--- config.mk ---
export PLATFORM = sky130hd
export DESIGN_NAME = floor_controller
export DESIGN_NICKNAME = d
export VERILOG_FILES = /design/src/verilog/floor_pkg.sv /design/src/verilog/car_pkg.sv /design/src/verilog/floor_controller.sv /design/src/verilog/car_dispatch.sv /design/src/verilog/request_queue.sv /design/src/verilog/request_capture.sv
export VERILOG_INCLUDE_DIRS = /design/src /design/src/verilog
export SDC_FILE = /design/constraint.sdc
export NUM_CORES = 1
export LEC_CHECK = 0
export BUFFER_PORTS_ARGS = -buffer_cell sky130_fd_sc_hd__buf_2
export CORE_UTILIZATION = 25
export CTS_CLUSTER_SIZE = 30
export DETAILED_ROUTE_END_ITERATION = 16
export PLACE_DENSITY = 0.42
export SYNTH_ARGS = -nofsm -noshare
export SYNTH_HDL_FRONTEND = slang
export SYNTH_HIERARCHICAL = 1
export SYNTH_SLANG_ARGS = --single-unit
--- constraint.sdc ---
create_clock -name clock -period 3 [get_ports clock]
set_input_delay 0.9 -clock clock [delete_from_list [all_inputs] [get_ports clock]]
set_output_delay 0.9 -clock clock [all_outputs]
set_load 0.1 [all_outputs]
--- src/verilog/elevator_consts.svh ---
// Elevator constants for floor count, floor number width and request queue depth
`ifndef ELEVATOR_CONSTS_SVH
`define ELEVATOR_CONSTS_SVH

////////////////////
// Building size
////////////////////

// Floors 1 through 11
`define FLOOR_COUNT 11

// Floor number width, enough for floor numbers 0 to 10
`define FLOOR_WIDTH 4

////////////////////
// Request storage
////////////////////

// Room for every call lamp and every panel lamp at once
`define QUEUE_DEPTH 32

`endif
--- src/verilog/floor_pkg.sv ---
// Floor package with floor number, button set and floor request types
`default_nettype none

`include "elevator_consts.svh"

package floor_pkg;

    ////////////////////
    // Floor numbering
    ////////////////////

    // Floor 1 is number 0, floor 11 is number 10
    typedef logic [`FLOOR_WIDTH-1:0] floor_t;

    // One bit per floor, bit 0 is floor 1
    typedef logic [`FLOOR_COUNT-1:0] button_set_t;

    ////////////////////
    // Request strobe
    ////////////////////

    // Single-cycle notice of a floor, used for new requests and for served floors
    typedef struct packed {
        logic   valid;
        floor_t floor;
    } floor_request_t;

endpackage

`default_nettype wire

--- src/verilog/car_pkg.sv ---
// Car package with status, command and door permission types of the motion controller link
`default_nettype none

package car_pkg;

    // Reported by the motion controller each cycle
    typedef struct packed {
        floor_pkg::floor_t current_floor;
        logic              moving;
    } car_status_t;

    // Sent to the motion controller
    typedef struct packed {
        floor_pkg::floor_t target_floor;
        // High when the target lies above the current floor
        logic              direction_up;
        logic              activate;
    } car_command_t;

    ////////////////////
    // Door control
    ////////////////////

    // Grants for the door operator, only while the car stands powered
    typedef struct packed {
        logic open_allowed;
        logic close_allowed;
    } door_permit_t;

endpackage

`default_nettype wire

--- src/verilog/floor_controller.sv ---
// Floor request controller top joining request capture, request queue and car dispatch
`timescale 1ns/1ps
`default_nettype none

module floor_controller (
    input  logic                   clock,
    input  logic                   reset_n,
    input  floor_pkg::button_set_t call_buttons,
    input  floor_pkg::button_set_t panel_buttons,
    input  logic                   door_open_button,
    input  logic                   door_close_button,
    input  logic                   emergency,
    input  logic                   power,
    input  car_pkg::car_status_t   car_status,
    output floor_pkg::button_set_t call_lights,
    output floor_pkg::button_set_t panel_lights,
    output car_pkg::car_command_t  car_command,
    output car_pkg::door_permit_t  door_permit
);

    floor_pkg::floor_request_t new_request;
    floor_pkg::floor_request_t served;
    floor_pkg::floor_t         head;
    logic                      not_empty;

    request_capture capture_i (
        .clock         (clock),
        .reset_n       (reset_n),
        .power         (power),
        .emergency     (emergency),
        .call_buttons  (call_buttons),
        .panel_buttons (panel_buttons),
        .current_floor (car_status.current_floor),
        .served        (served),
        .call_lights   (call_lights),
        .panel_lights  (panel_lights),
        .new_request   (new_request)
    );

    // Served strobe pops the head in the same edge as the lamp clear
    request_queue queue_i (
        .clock     (clock),
        .reset_n   (reset_n),
        .power     (power),
        .push      (new_request),
        .pop       (served.valid),
        .head      (head),
        .not_empty (not_empty)
    );

    car_dispatch dispatch_i (
        .clock             (clock),
        .reset_n           (reset_n),
        .power             (power),
        .emergency         (emergency),
        .car_status        (car_status),
        .head              (head),
        .not_empty         (not_empty),
        .door_open_button  (door_open_button),
        .door_close_button (door_close_button),
        .car_command       (car_command),
        .served            (served),
        .door_permit       (door_permit)
    );

endmodule

`default_nettype wire

--- src/verilog/car_dispatch.sv ---
// Car dispatcher that drives the car toward the queue head and grants door requests
`timescale 1ns/1ps
`default_nettype none

module car_dispatch (
    input  logic                      clock,
    input  logic                      reset_n,
    input  logic                      power,
    input  logic                      emergency,
    input  car_pkg::car_status_t      car_status,
    input  floor_pkg::floor_t         head,
    input  logic                      not_empty,
    input  logic                      door_open_button,
    input  logic                      door_close_button,
    output car_pkg::car_command_t     car_command,
    output floor_pkg::floor_request_t served,
    output car_pkg::door_permit_t     door_permit
);

    logic stopped;
    logic serve_now;
    logic move_now;

    always_comb begin
        stopped   = !car_status.moving;
        // Held off for one cycle so that a single pop reaches the queue
        serve_now = power && stopped && not_empty && !served.valid
                    && (head == car_status.current_floor);
        move_now  = power && !emergency && stopped && not_empty
                    && (head != car_status.current_floor);
    end

    ////////////////////
    // Car command
    ////////////////////

    always_ff @(posedge clock or negedge reset_n) begin
        if (!reset_n) begin
            car_command <= '0;
        end else begin
            car_command.activate <= move_now;
            // Target and direction keep their last value while idle
            if (move_now) begin
                car_command.target_floor <= head;
                car_command.direction_up <= (head > car_status.current_floor);
            end
        end
    end

    // Arrival at the head floor
    always_ff @(posedge clock or negedge reset_n) begin
        if (!reset_n) begin
            served <= '0;
        end else begin
            served.valid <= serve_now;
            if (serve_now) begin
                served.floor <= head;
            end
        end
    end

    ////////////////////
    // Door permits
    ////////////////////

    always_ff @(posedge clock or negedge reset_n) begin
        if (!reset_n) begin
            door_permit <= '0;
        end else begin
            door_permit.open_allowed  <= power && stopped && door_open_button;
            door_permit.close_allowed <= power && stopped && door_close_button;
        end
    end

endmodule

`default_nettype wire

--- src/verilog/request_queue.sv ---
// Request queue holding floor numbers in arrival order with the oldest one at its head
`timescale 1ns/1ps
`default_nettype none

`include "elevator_consts.svh"

module request_queue (
    input  logic                      clock,
    input  logic                      reset_n,
    input  logic                      power,
    input  floor_pkg::floor_request_t push,
    input  logic                      pop,
    output floor_pkg::floor_t         head,
    output logic                      not_empty
);

    localparam int PTR_WIDTH = $clog2(`QUEUE_DEPTH);

    floor_pkg::floor_t      entries [`QUEUE_DEPTH];
    logic [PTR_WIDTH-1:0]   wr_ptr;
    logic [PTR_WIDTH-1:0]   rd_ptr;
    logic [PTR_WIDTH:0]     count;
    logic                   do_push;
    logic                   do_pop;

    // Depth covers all lamps, so a push always finds room
    assign do_push = push.valid && power;
    assign do_pop  = pop && not_empty;

    ////////////////////
    // Storage
    ////////////////////

    always_ff @(posedge clock) begin
        if (do_push) begin
            entries[wr_ptr] <= push.floor;
        end
    end

    ////////////////////
    // Pointers and count
    ////////////////////

    always_ff @(posedge clock or negedge reset_n) begin
        if (!reset_n) begin
            wr_ptr <= '0;
            rd_ptr <= '0;
            count  <= '0;
        end else if (!power) begin
            // Power loss forgets every pending request
            wr_ptr <= '0;
            rd_ptr <= '0;
            count  <= '0;
        end else begin
            if (do_push) begin
                wr_ptr <= wr_ptr + 1'b1;
            end
            if (do_pop) begin
                rd_ptr <= rd_ptr + 1'b1;
            end
            case ({do_push, do_pop})
                2'b10:   count <= count + 1'b1;
                2'b01:   count <= count - 1'b1;
                default: count <= count;
            endcase
        end
    end

    // Pointers wrap on their own at the power-of-two depth
    assign head      = entries[rd_ptr];
    assign not_empty = (count != '0);

endmodule

`default_nettype wire

--- src/verilog/request_capture.sv ---
// Request capture that latches button presses into lamps and clears lamps of served floors
`timescale 1ns/1ps
`default_nettype none

`include "elevator_consts.svh"

module request_capture (
    input  logic                      clock,
    input  logic                      reset_n,
    input  logic                      power,
    input  logic                      emergency,
    input  floor_pkg::button_set_t    call_buttons,
    input  floor_pkg::button_set_t    panel_buttons,
    input  floor_pkg::floor_t         current_floor,
    input  floor_pkg::floor_request_t served,
    output floor_pkg::button_set_t    call_lights,
    output floor_pkg::button_set_t    panel_lights,
    output floor_pkg::floor_request_t new_request
);

    floor_pkg::button_set_t    here_mask;
    floor_pkg::button_set_t    panel_ok;
    floor_pkg::button_set_t    call_ok;
    floor_pkg::floor_request_t panel_pick;
    floor_pkg::floor_request_t call_pick;
    floor_pkg::floor_request_t choice;

    // Lowest pressed floor wins
    function automatic floor_pkg::floor_request_t lowest_press(
        input floor_pkg::button_set_t presses
    );
        floor_pkg::floor_request_t pick;
        pick = '0;
        for (int i = `FLOOR_COUNT - 1; i >= 0; i--) begin
            if (presses[i]) begin
                pick.valid = 1'b1;
                pick.floor = floor_pkg::floor_t'(i);
            end
        end
        return pick;
    endfunction

    ////////////////////
    // Press selection
    ////////////////////

    always_comb begin
        // No request for the floor the car is standing at
        here_mask  = floor_pkg::button_set_t'(1) << current_floor;
        panel_ok   = panel_buttons & ~panel_lights & ~here_mask;
        call_ok    = call_buttons & ~call_lights & ~here_mask;
        panel_pick = lowest_press(panel_ok);
        call_pick  = lowest_press(call_ok);

        // Panel presses go first, a losing press retries while held
        if (panel_pick.valid) begin
            choice = panel_pick;
        end else begin
            choice = call_pick;
        end
        choice.valid = choice.valid && power && !emergency;
    end

    ////////////////////
    // Lamp registers
    ////////////////////

    always_ff @(posedge clock or negedge reset_n) begin
        if (!reset_n) begin
            call_lights  <= '0;
            panel_lights <= '0;
            new_request  <= '0;
        end else if (!power) begin
            call_lights  <= '0;
            panel_lights <= '0;
            new_request  <= '0;
        end else begin
            new_request <= choice;
            if (choice.valid) begin
                if (panel_pick.valid) begin
                    panel_lights[choice.floor] <= 1'b1;
                end else begin
                    call_lights[choice.floor] <= 1'b1;
                end
            end
            // Both lamps of a served floor go dark
            if (served.valid) begin
                call_lights[served.floor]  <= 1'b0;
                panel_lights[served.floor] <= 1'b0;
            end
        end
    end

endmodule

`default_nettype wire

After elaboration in Yosys (flattened, before gate mapping)
Memories as Yosys holds them, arrays and structs flattened.
Index checks and enable logic that the tools add are counted.
{"block": "op_classes", "n_addsub": 4, "div_mod_pow": 0, "order_cmp": 5, "n_mux": 46, "n_mul": 0, "bitwise_logic": 12, "reduce_logical": 20, "eq_ne": 7, "shifts": 1}
{"op": "$mux W5", "count": 28}
{"op": "$mux W11", "count": 10}
{"op": "$and A11 B11 Y11", "count": 6}
{"op": "$not A11 Y11", "count": 4}
{"op": "$or A11 B11 Y11", "count": 2}
{"op": "$logic_and A1 B1 Y1", "count": 16}
{"op": "$pmux W6 S2", "count": 1}
{"op": "$shl A1 B4 Y11 const A", "count": 1}
{"op": "$add A5 B1 Y5 const B", "count": 2}
{"op": "$lt A4 B5 Y1 const B", "count": 2}
{"op": "$demux W1 S4", "count": 2}
{"op": "$ge A4 B1 Y1 const B", "count": 2}
{"op": "$add A6 B1 Y6 const B", "count": 1}
{"op": "$mux W6", "count": 1}
{"op": "$reduce_bool A6 Y1", "count": 1}
{"op": "$sub A6 B1 Y6 const B", "count": 1}
{"op": "$eq A4 B4 Y1", "count": 1}
{"op": "$gt A4 B4 Y1", "count": 1}
{"op": "$mux W1", "count": 4}
{"op": "$ne A2 B1 Y1 const B", "count": 2}
{"op": "$ne A4 B4 Y1", "count": 1}
{"op": "$logic_not A1 Y1", "count": 3}
{"op": "$ne A3 B1 Y1 const B", "count": 1}
{"op": "$eq A2 B1 Y1 const B", "count": 1}
{"op": "$eq A2 B2 Y1 const B", "count": 1}
{"block": "totals", "romBits": 0, "memories": 1, "in_bits": 33, "register_bits": 56, "ram_bits": 128, "output_inout_bits": 30, "latch_bits": 0}
{"name": "queue_i.entries", "depth": 32, "word_bits": 4, "rd": 1, "rd_ports_with_merged_regs": 0, "write_ports": 1, "line": "request_queue.sv:19", "source": "floor_pkg::floor_t entries [`QUEUE_DEPTH];"}

Longest topological paths before layout
{"block": "logic_depth", "depth_word": 26, "ltp_mapped": 13, "depth_no_buf": 10}

Cells and area by module
The synthesis kept the hierarchy.
{"mod": "request_queue", "instances": 1, "seq_area_each_um2": 4244.1, "area_each_um2": 6178.4, "cells_per_inst": 393}
{"mod": "request_capture", "instances": 1, "seq_area_each_um2": 675.6, "area_each_um2": 2029.4, "cells_per_inst": 221}
{"mod": "car_dispatch", "instances": 1, "seq_area_each_um2": 325.3, "area_each_um2": 625.6, "cells_per_inst": 42}

Worst setup path before layout
No wires, ideal clock.
{"block": "synth_timing", "path_kind": "input -> register", "from": "in car_status[4] (netlist bit)", "to": "reg capture_i.call_lights[2]", "path_stages": 8, "n_path_buf": 2, "path_slack_ns": -0.367, "arrival_time_ns": 3.275, "required_time_ns": 2.908, "path_cell_list": "buf_6 > nor4b_4 > o22ai_2 > or4_1 > buf_2 > or2_4 > or4_4 > o31ai_2"}
{"block": "synth_between", "elab_chain_cells": 26}
{"element": "start, declared", "line": "floor_controller.sv:14", "source": "input car_pkg::car_status_t car_status,"}
{"element": "$shl A1 B4 Y11 (*)", "line": "request_capture.sv:49", "source": "here_mask = floor_pkg::button_set_t'(1) << current_floor;"}
{"element": "$not A11 Y11 (*)", "line": "request_capture.sv:50, request_capture.sv:51"}
{"element": "$and A11 B11 Y11, on equally long branches", "line": "request_capture.sv:50, request_capture.sv:51"}
{"element": "$mux W5 (11 in series)", "line": "request_capture.sv:35", "source": "if (presses[i]) begin"}
{"element": "$mux W5", "line": "request_capture.sv:56", "source": "if (panel_pick.valid) begin"}
{"element": "$lt A4 B5 Y1 (implied by the code) or $ge A4 B1 Y1 (tied branches)", "line": "request_capture.sv:83", "source": "call_lights[choice.floor] <= 1'b1;"}
{"element": "$logic_and A1 B1 Y1 (implied by the code)", "line": "request_capture.sv:83"}
{"element": "$mux W1 (implied by the code)", "line": "request_capture.sv:83"}
{"element": "$demux W1 S4"}
{"element": "$or A11 B11 Y11 (no source line)"}
{"element": "$mux W11", "line": "request_capture.sv:80", "source": "if (panel_pick.valid) begin"}
{"element": "$mux W11 (*)", "line": "request_capture.sv:79", "source": "if (choice.valid) begin"}
{"element": "$mux W11 (*)", "line": "request_capture.sv:73", "source": "end else if (!power) begin"}
{"element": "$and A11 B11 Y11 (no source line)"}
{"element": "$mux W11 (*)", "line": "request_capture.sv:87", "source": "if (served.valid) begin"}
{"element": "$mux W11 (*)", "line": "request_capture.sv:73"}
{"element": "end signal, assigned", "line": "request_capture.sv:70", "source": "call_lights <= '0;"}
{"element": "end signal, assigned", "line": "request_capture.sv:74", "source": "call_lights <= '0;"}
{"element": "end signal, assigned by index", "line": "request_capture.sv:88", "source": "call_lights[served.floor] <= 1'b0;"}
{"element": "end, declared", "line": "request_capture.sv:16", "source": "output floor_pkg::button_set_t call_lights,"}
Every way passes the cells marked *; elsewhere a longest branch is shown, timed or not. The select of a mux whose other input is x is not followed.
A chain may end at the register's enable or synchronous reset.

Worst setup path in the final report
{"block": "layout_timing", "from": "reg queue_i.rd_ptr[0]", "to": "reg, netlist name dispatch_i/served[2]"}
{"block": "layout_between", "elab_chain_cells": 3}
{"element": "start, declared", "line": "request_queue.sv:21", "source": "logic [PTR_WIDTH-1:0] rd_ptr;"}
{"element": "start signal, assigned", "line": "request_queue.sv:59", "source": "rd_ptr <= rd_ptr + 1'b1;"}
{"element": "$mem_v2 Z32 W4"}
{"element": "via head[2]", "line": "floor_controller.sv:23", "source": "floor_pkg::floor_t head;"}
{"element": "$eq A4 B4 Y1", "line": "car_dispatch.sv:28", "source": "&& (head == car_status.current_floor);"}
{"element": "$logic_and A1 B1 Y1", "line": "car_dispatch.sv:28"}
{"element": "via dispatch_i.serve_now", "line": "car_dispatch.sv:21", "source": "logic serve_now;"}
The timed path passes the listed nets, and every way through them passes these cells.

==> metrics.txt <==
outcome finished, violations left; failing checks negative setup slack; EDFF count, synth 128; Initial Utilization 0.255; HP Class in2async; critical path class reg2reg; drt pass-1 iters 4; DP Worst Slack -331 ps; Yosys reg bits ~180; gr usage total 0.130; internal power just over 0.004 W; Max Clk Rate 0.325 GHz; Comb power frac 0.111; PortBufs 62; HPWL after DPL 16500 µm; DR iter-0 viols around 320; crit path max fanout 8; clk root buf clkbuf_16; area leader, netlist edfxtp_1; ys flop type edfxtp_1; Synthesized Nets roughly 700; DRC violations left 0; Nets about 830; Final Slew Violations 0; Leak between 4 and 5 nW; Reg clk slew, reported paths about 80 ps; Mean Syn Cell Area roughly 13 µm²; Switching Share 0.277; post-synthesis cell count around 660; Die X 190 µm; post-synthesis cell type count just over 80; final hold slack approximately 460 ps; placed cells approximately 1200; Post-synth top cells 128 x edfxtp_1, 60 x nand2_1, 56 x dfrtp_1, 42 x nor2_1, 35 x mux2i_1; CP Launch Type register; post-cts hold buffer count 0; gr ovfl total 0; sequential share of the synthesized area 0.594; Core Area ~35000 µm²; Final min period about 3000 ps; Num Clock Sinks 184; clock buffer depth 2; crit end category register; Tightest Pin Transition between 1000 and 1500 ps; Final setup viols 8; Hold Vio Cnt, Final 0; Antenna Nets Post-Route 0; Total Routed Length 22600 µm; Clock Skew approximately 12 ps; dominant cell by count in the synthesized netlist edfxtp_1; Cell Count, Final, Fillers Out roughly 1300; Routed WL per cell around 18 µm; die height between 150 and 200 µm; top post-synthesis cells by area edfxtp_1 44%, dfrtp_1 16%, mux4_2 5.1%; Area Overhead vs Synth 24.2%; CTS tree done; global-route wire length before repair 35000 µm; WP data arrival around 3400 ps; RSZ-0062 raised after global routing true; Diodes inserted 0; routed vias 5732; Ports between 60 and 70; Synth top area share 0.435; Async SR Flop Fraction 0.304; Synth Cell Area about 8800 µm²; Critical Path RT between 3000 and 4000 ps; post-route clock period utilization 1.02; warnings from Yosys 6; antenna violations before repair 0; die area 36100 µm²; Fin Setup TNS -415 ps; NetSw 0.00156 W; Sequential Power Share 0.498; Final Wtd Congestion 0.773; max-cap viol count 0; vias per cell approximately 4.6; Worst slew margin 0.326; clock latency on the worst-skew pair 430 ps; Clk pwr share 0.391; proportion of layout cells with a drive suffix above 1 0.319; Peak VDD IR roughly 420 µV; vias in the first global route 5808; Setup WS post-layout -73.4 ps; placement row count roughly 70; htree depth 4; PwrDens around 510 nW/µm²; Filler cells approximately 3400; pin count of the biggest net entering global routing 57; Num CTS Buffers 17
==> kinds of logic (layout without fill, tap and decap cells) <==
group                    after synthesis  count (layout)  share of synthesized area
multiplexers                          63              63                      0.103
XOR/XNOR                              15              15                     0.0157
AO/OA/AOI/OAI                        124             124                      0.106
AND/OR/NAND/NOR                      212             212                      0.139
flip-flops                           184             184                      0.594
buffers and inverters                 46             190                     0.0249
adder cells (fa/ha/maj)               12              12                     0.0170
==> stage by stage <==
step	utilization	cell area, µm²	power [W]
finish	0.317	11000	0.00565
CTS	0.317	11000	0.00574
global route	0.317	11000	0.00586
floorplan	-	8950	0.00326
global placement	0.297	10300	0.00350
detailed placement	0.297	10300	0.00350
==> sequential cells by signal, summed over array words and instances (netlist names) <==
| register | flops |
|---|---|
| capture_i/call_lights | 11 |
| capture_i/new_request | 5 |
| capture_i/panel_lights | 11 |
| dispatch_i/car_command | 6 |
| dispatch_i/door_permit | 2 |
| dispatch_i/served | 5 |
| queue_i/count | 6 |
| queue_i/entries | 128 |
| queue_i/rd_ptr | 5 |
| queue_i/wr_ptr | 5 |
==> layer usage <==
metal,GRT usage,routed length [µm]
met2,0.211,10800
met5,0,0
met1,0.176,10700
met4,0.0363,316
met3,0.0242,768
==> final timing paths <==
path	end	cells past startpoint	startpoint	slack [ps]
max	dispatch_i/served[2]	10	queue_i/rd_ptr[0]	-70
min reg2reg	capture_i/panel_lights[7]	2	capture_i/panel_lights[7]	500
max in group asynchronous	queue_i/rd_ptr[1]	2	reset_n	2230
min in group clock	capture_i/panel_lights[7]	2	capture_i/panel_lights[7]	500
min	capture_i/call_lights[3]	2	reset_n	460
max reg2reg	dispatch_i/served[2]	10	queue_i/rd_ptr[0]	-70
==> what timing repair did <==
action | 4_1_cts | 5_1_grt
pin swaps | 9 | 0
resized for setup | 10 | 2
setup buffers | 4 | 0
endpoints found under the setup margin | 9 | 10
endpoints found under the hold margin | 0 | 0
==> cells in the final DEF, fill, tap and decap left out, types with 5 or more instances in the layout <==
cell and instances:
buf_4 71, mux2i_1 35, edfxtp_1 128, o21ai_0 16, a31oi_1 12, a211oi_1 5
dfrtp_1 54, ha_1 9, clkbuf_16 17, nand2_1 57, nand3b_1 7, or2b_2 6
mux4_2 20, and2_1 15, buf_2 62, o31ai_1 12, nand4_1 6, nand2b_1 10
nand3_1 11, nor2b_1 13, o211ai_1 5, a22oi_1 11, nor2_1 42, mux2_4 8
buf_12 7, a21oi_1 6, o31a_1 5, inv_1 15, o21a_1 9, xnor2_1 11
==> worst max-delay path, stage by stage, from the launching register on <==
cell and delay, ps:
dfrtp_2 420, buf_12 150, mux4_2 510, mux4_2 540, nand2_2 120, nand3_4 80
ha_4 270, and4_4 230, nor3b_4 190, buf_6 150, mux2_4 300
==> area by class of cell <==
type	instances	area, µm²	area share
Timing Repair Buffer	142	1010	0.0917
Sequential cell	184	5250	0.478
Clock buffer	18	429	0.0391
Tap cell	455	569	0.0519
Multi-Input combinational cell	426	3500	0.319
Inverter	16	65.1	0.00593
Clock inverter	14	156	0.0143
==> power groups by stage <==
stage / logic (W) / registers, W / clock network [W]
after floorplan: 0.000225 / 0.00304 / 0
after global placement: 0.000625 / 0.00287 / 0
after detailed placement: 0.000629 / 0.00287 / 0
after CTS: 0.000634 / 0.00281 / 0.00229
after global routing: 0.000672 / 0.00282 / 0.00236
final: 0.000627 / 0.00281 / 0.00221
No activity file was read; power rests on OpenSTA's default activity.
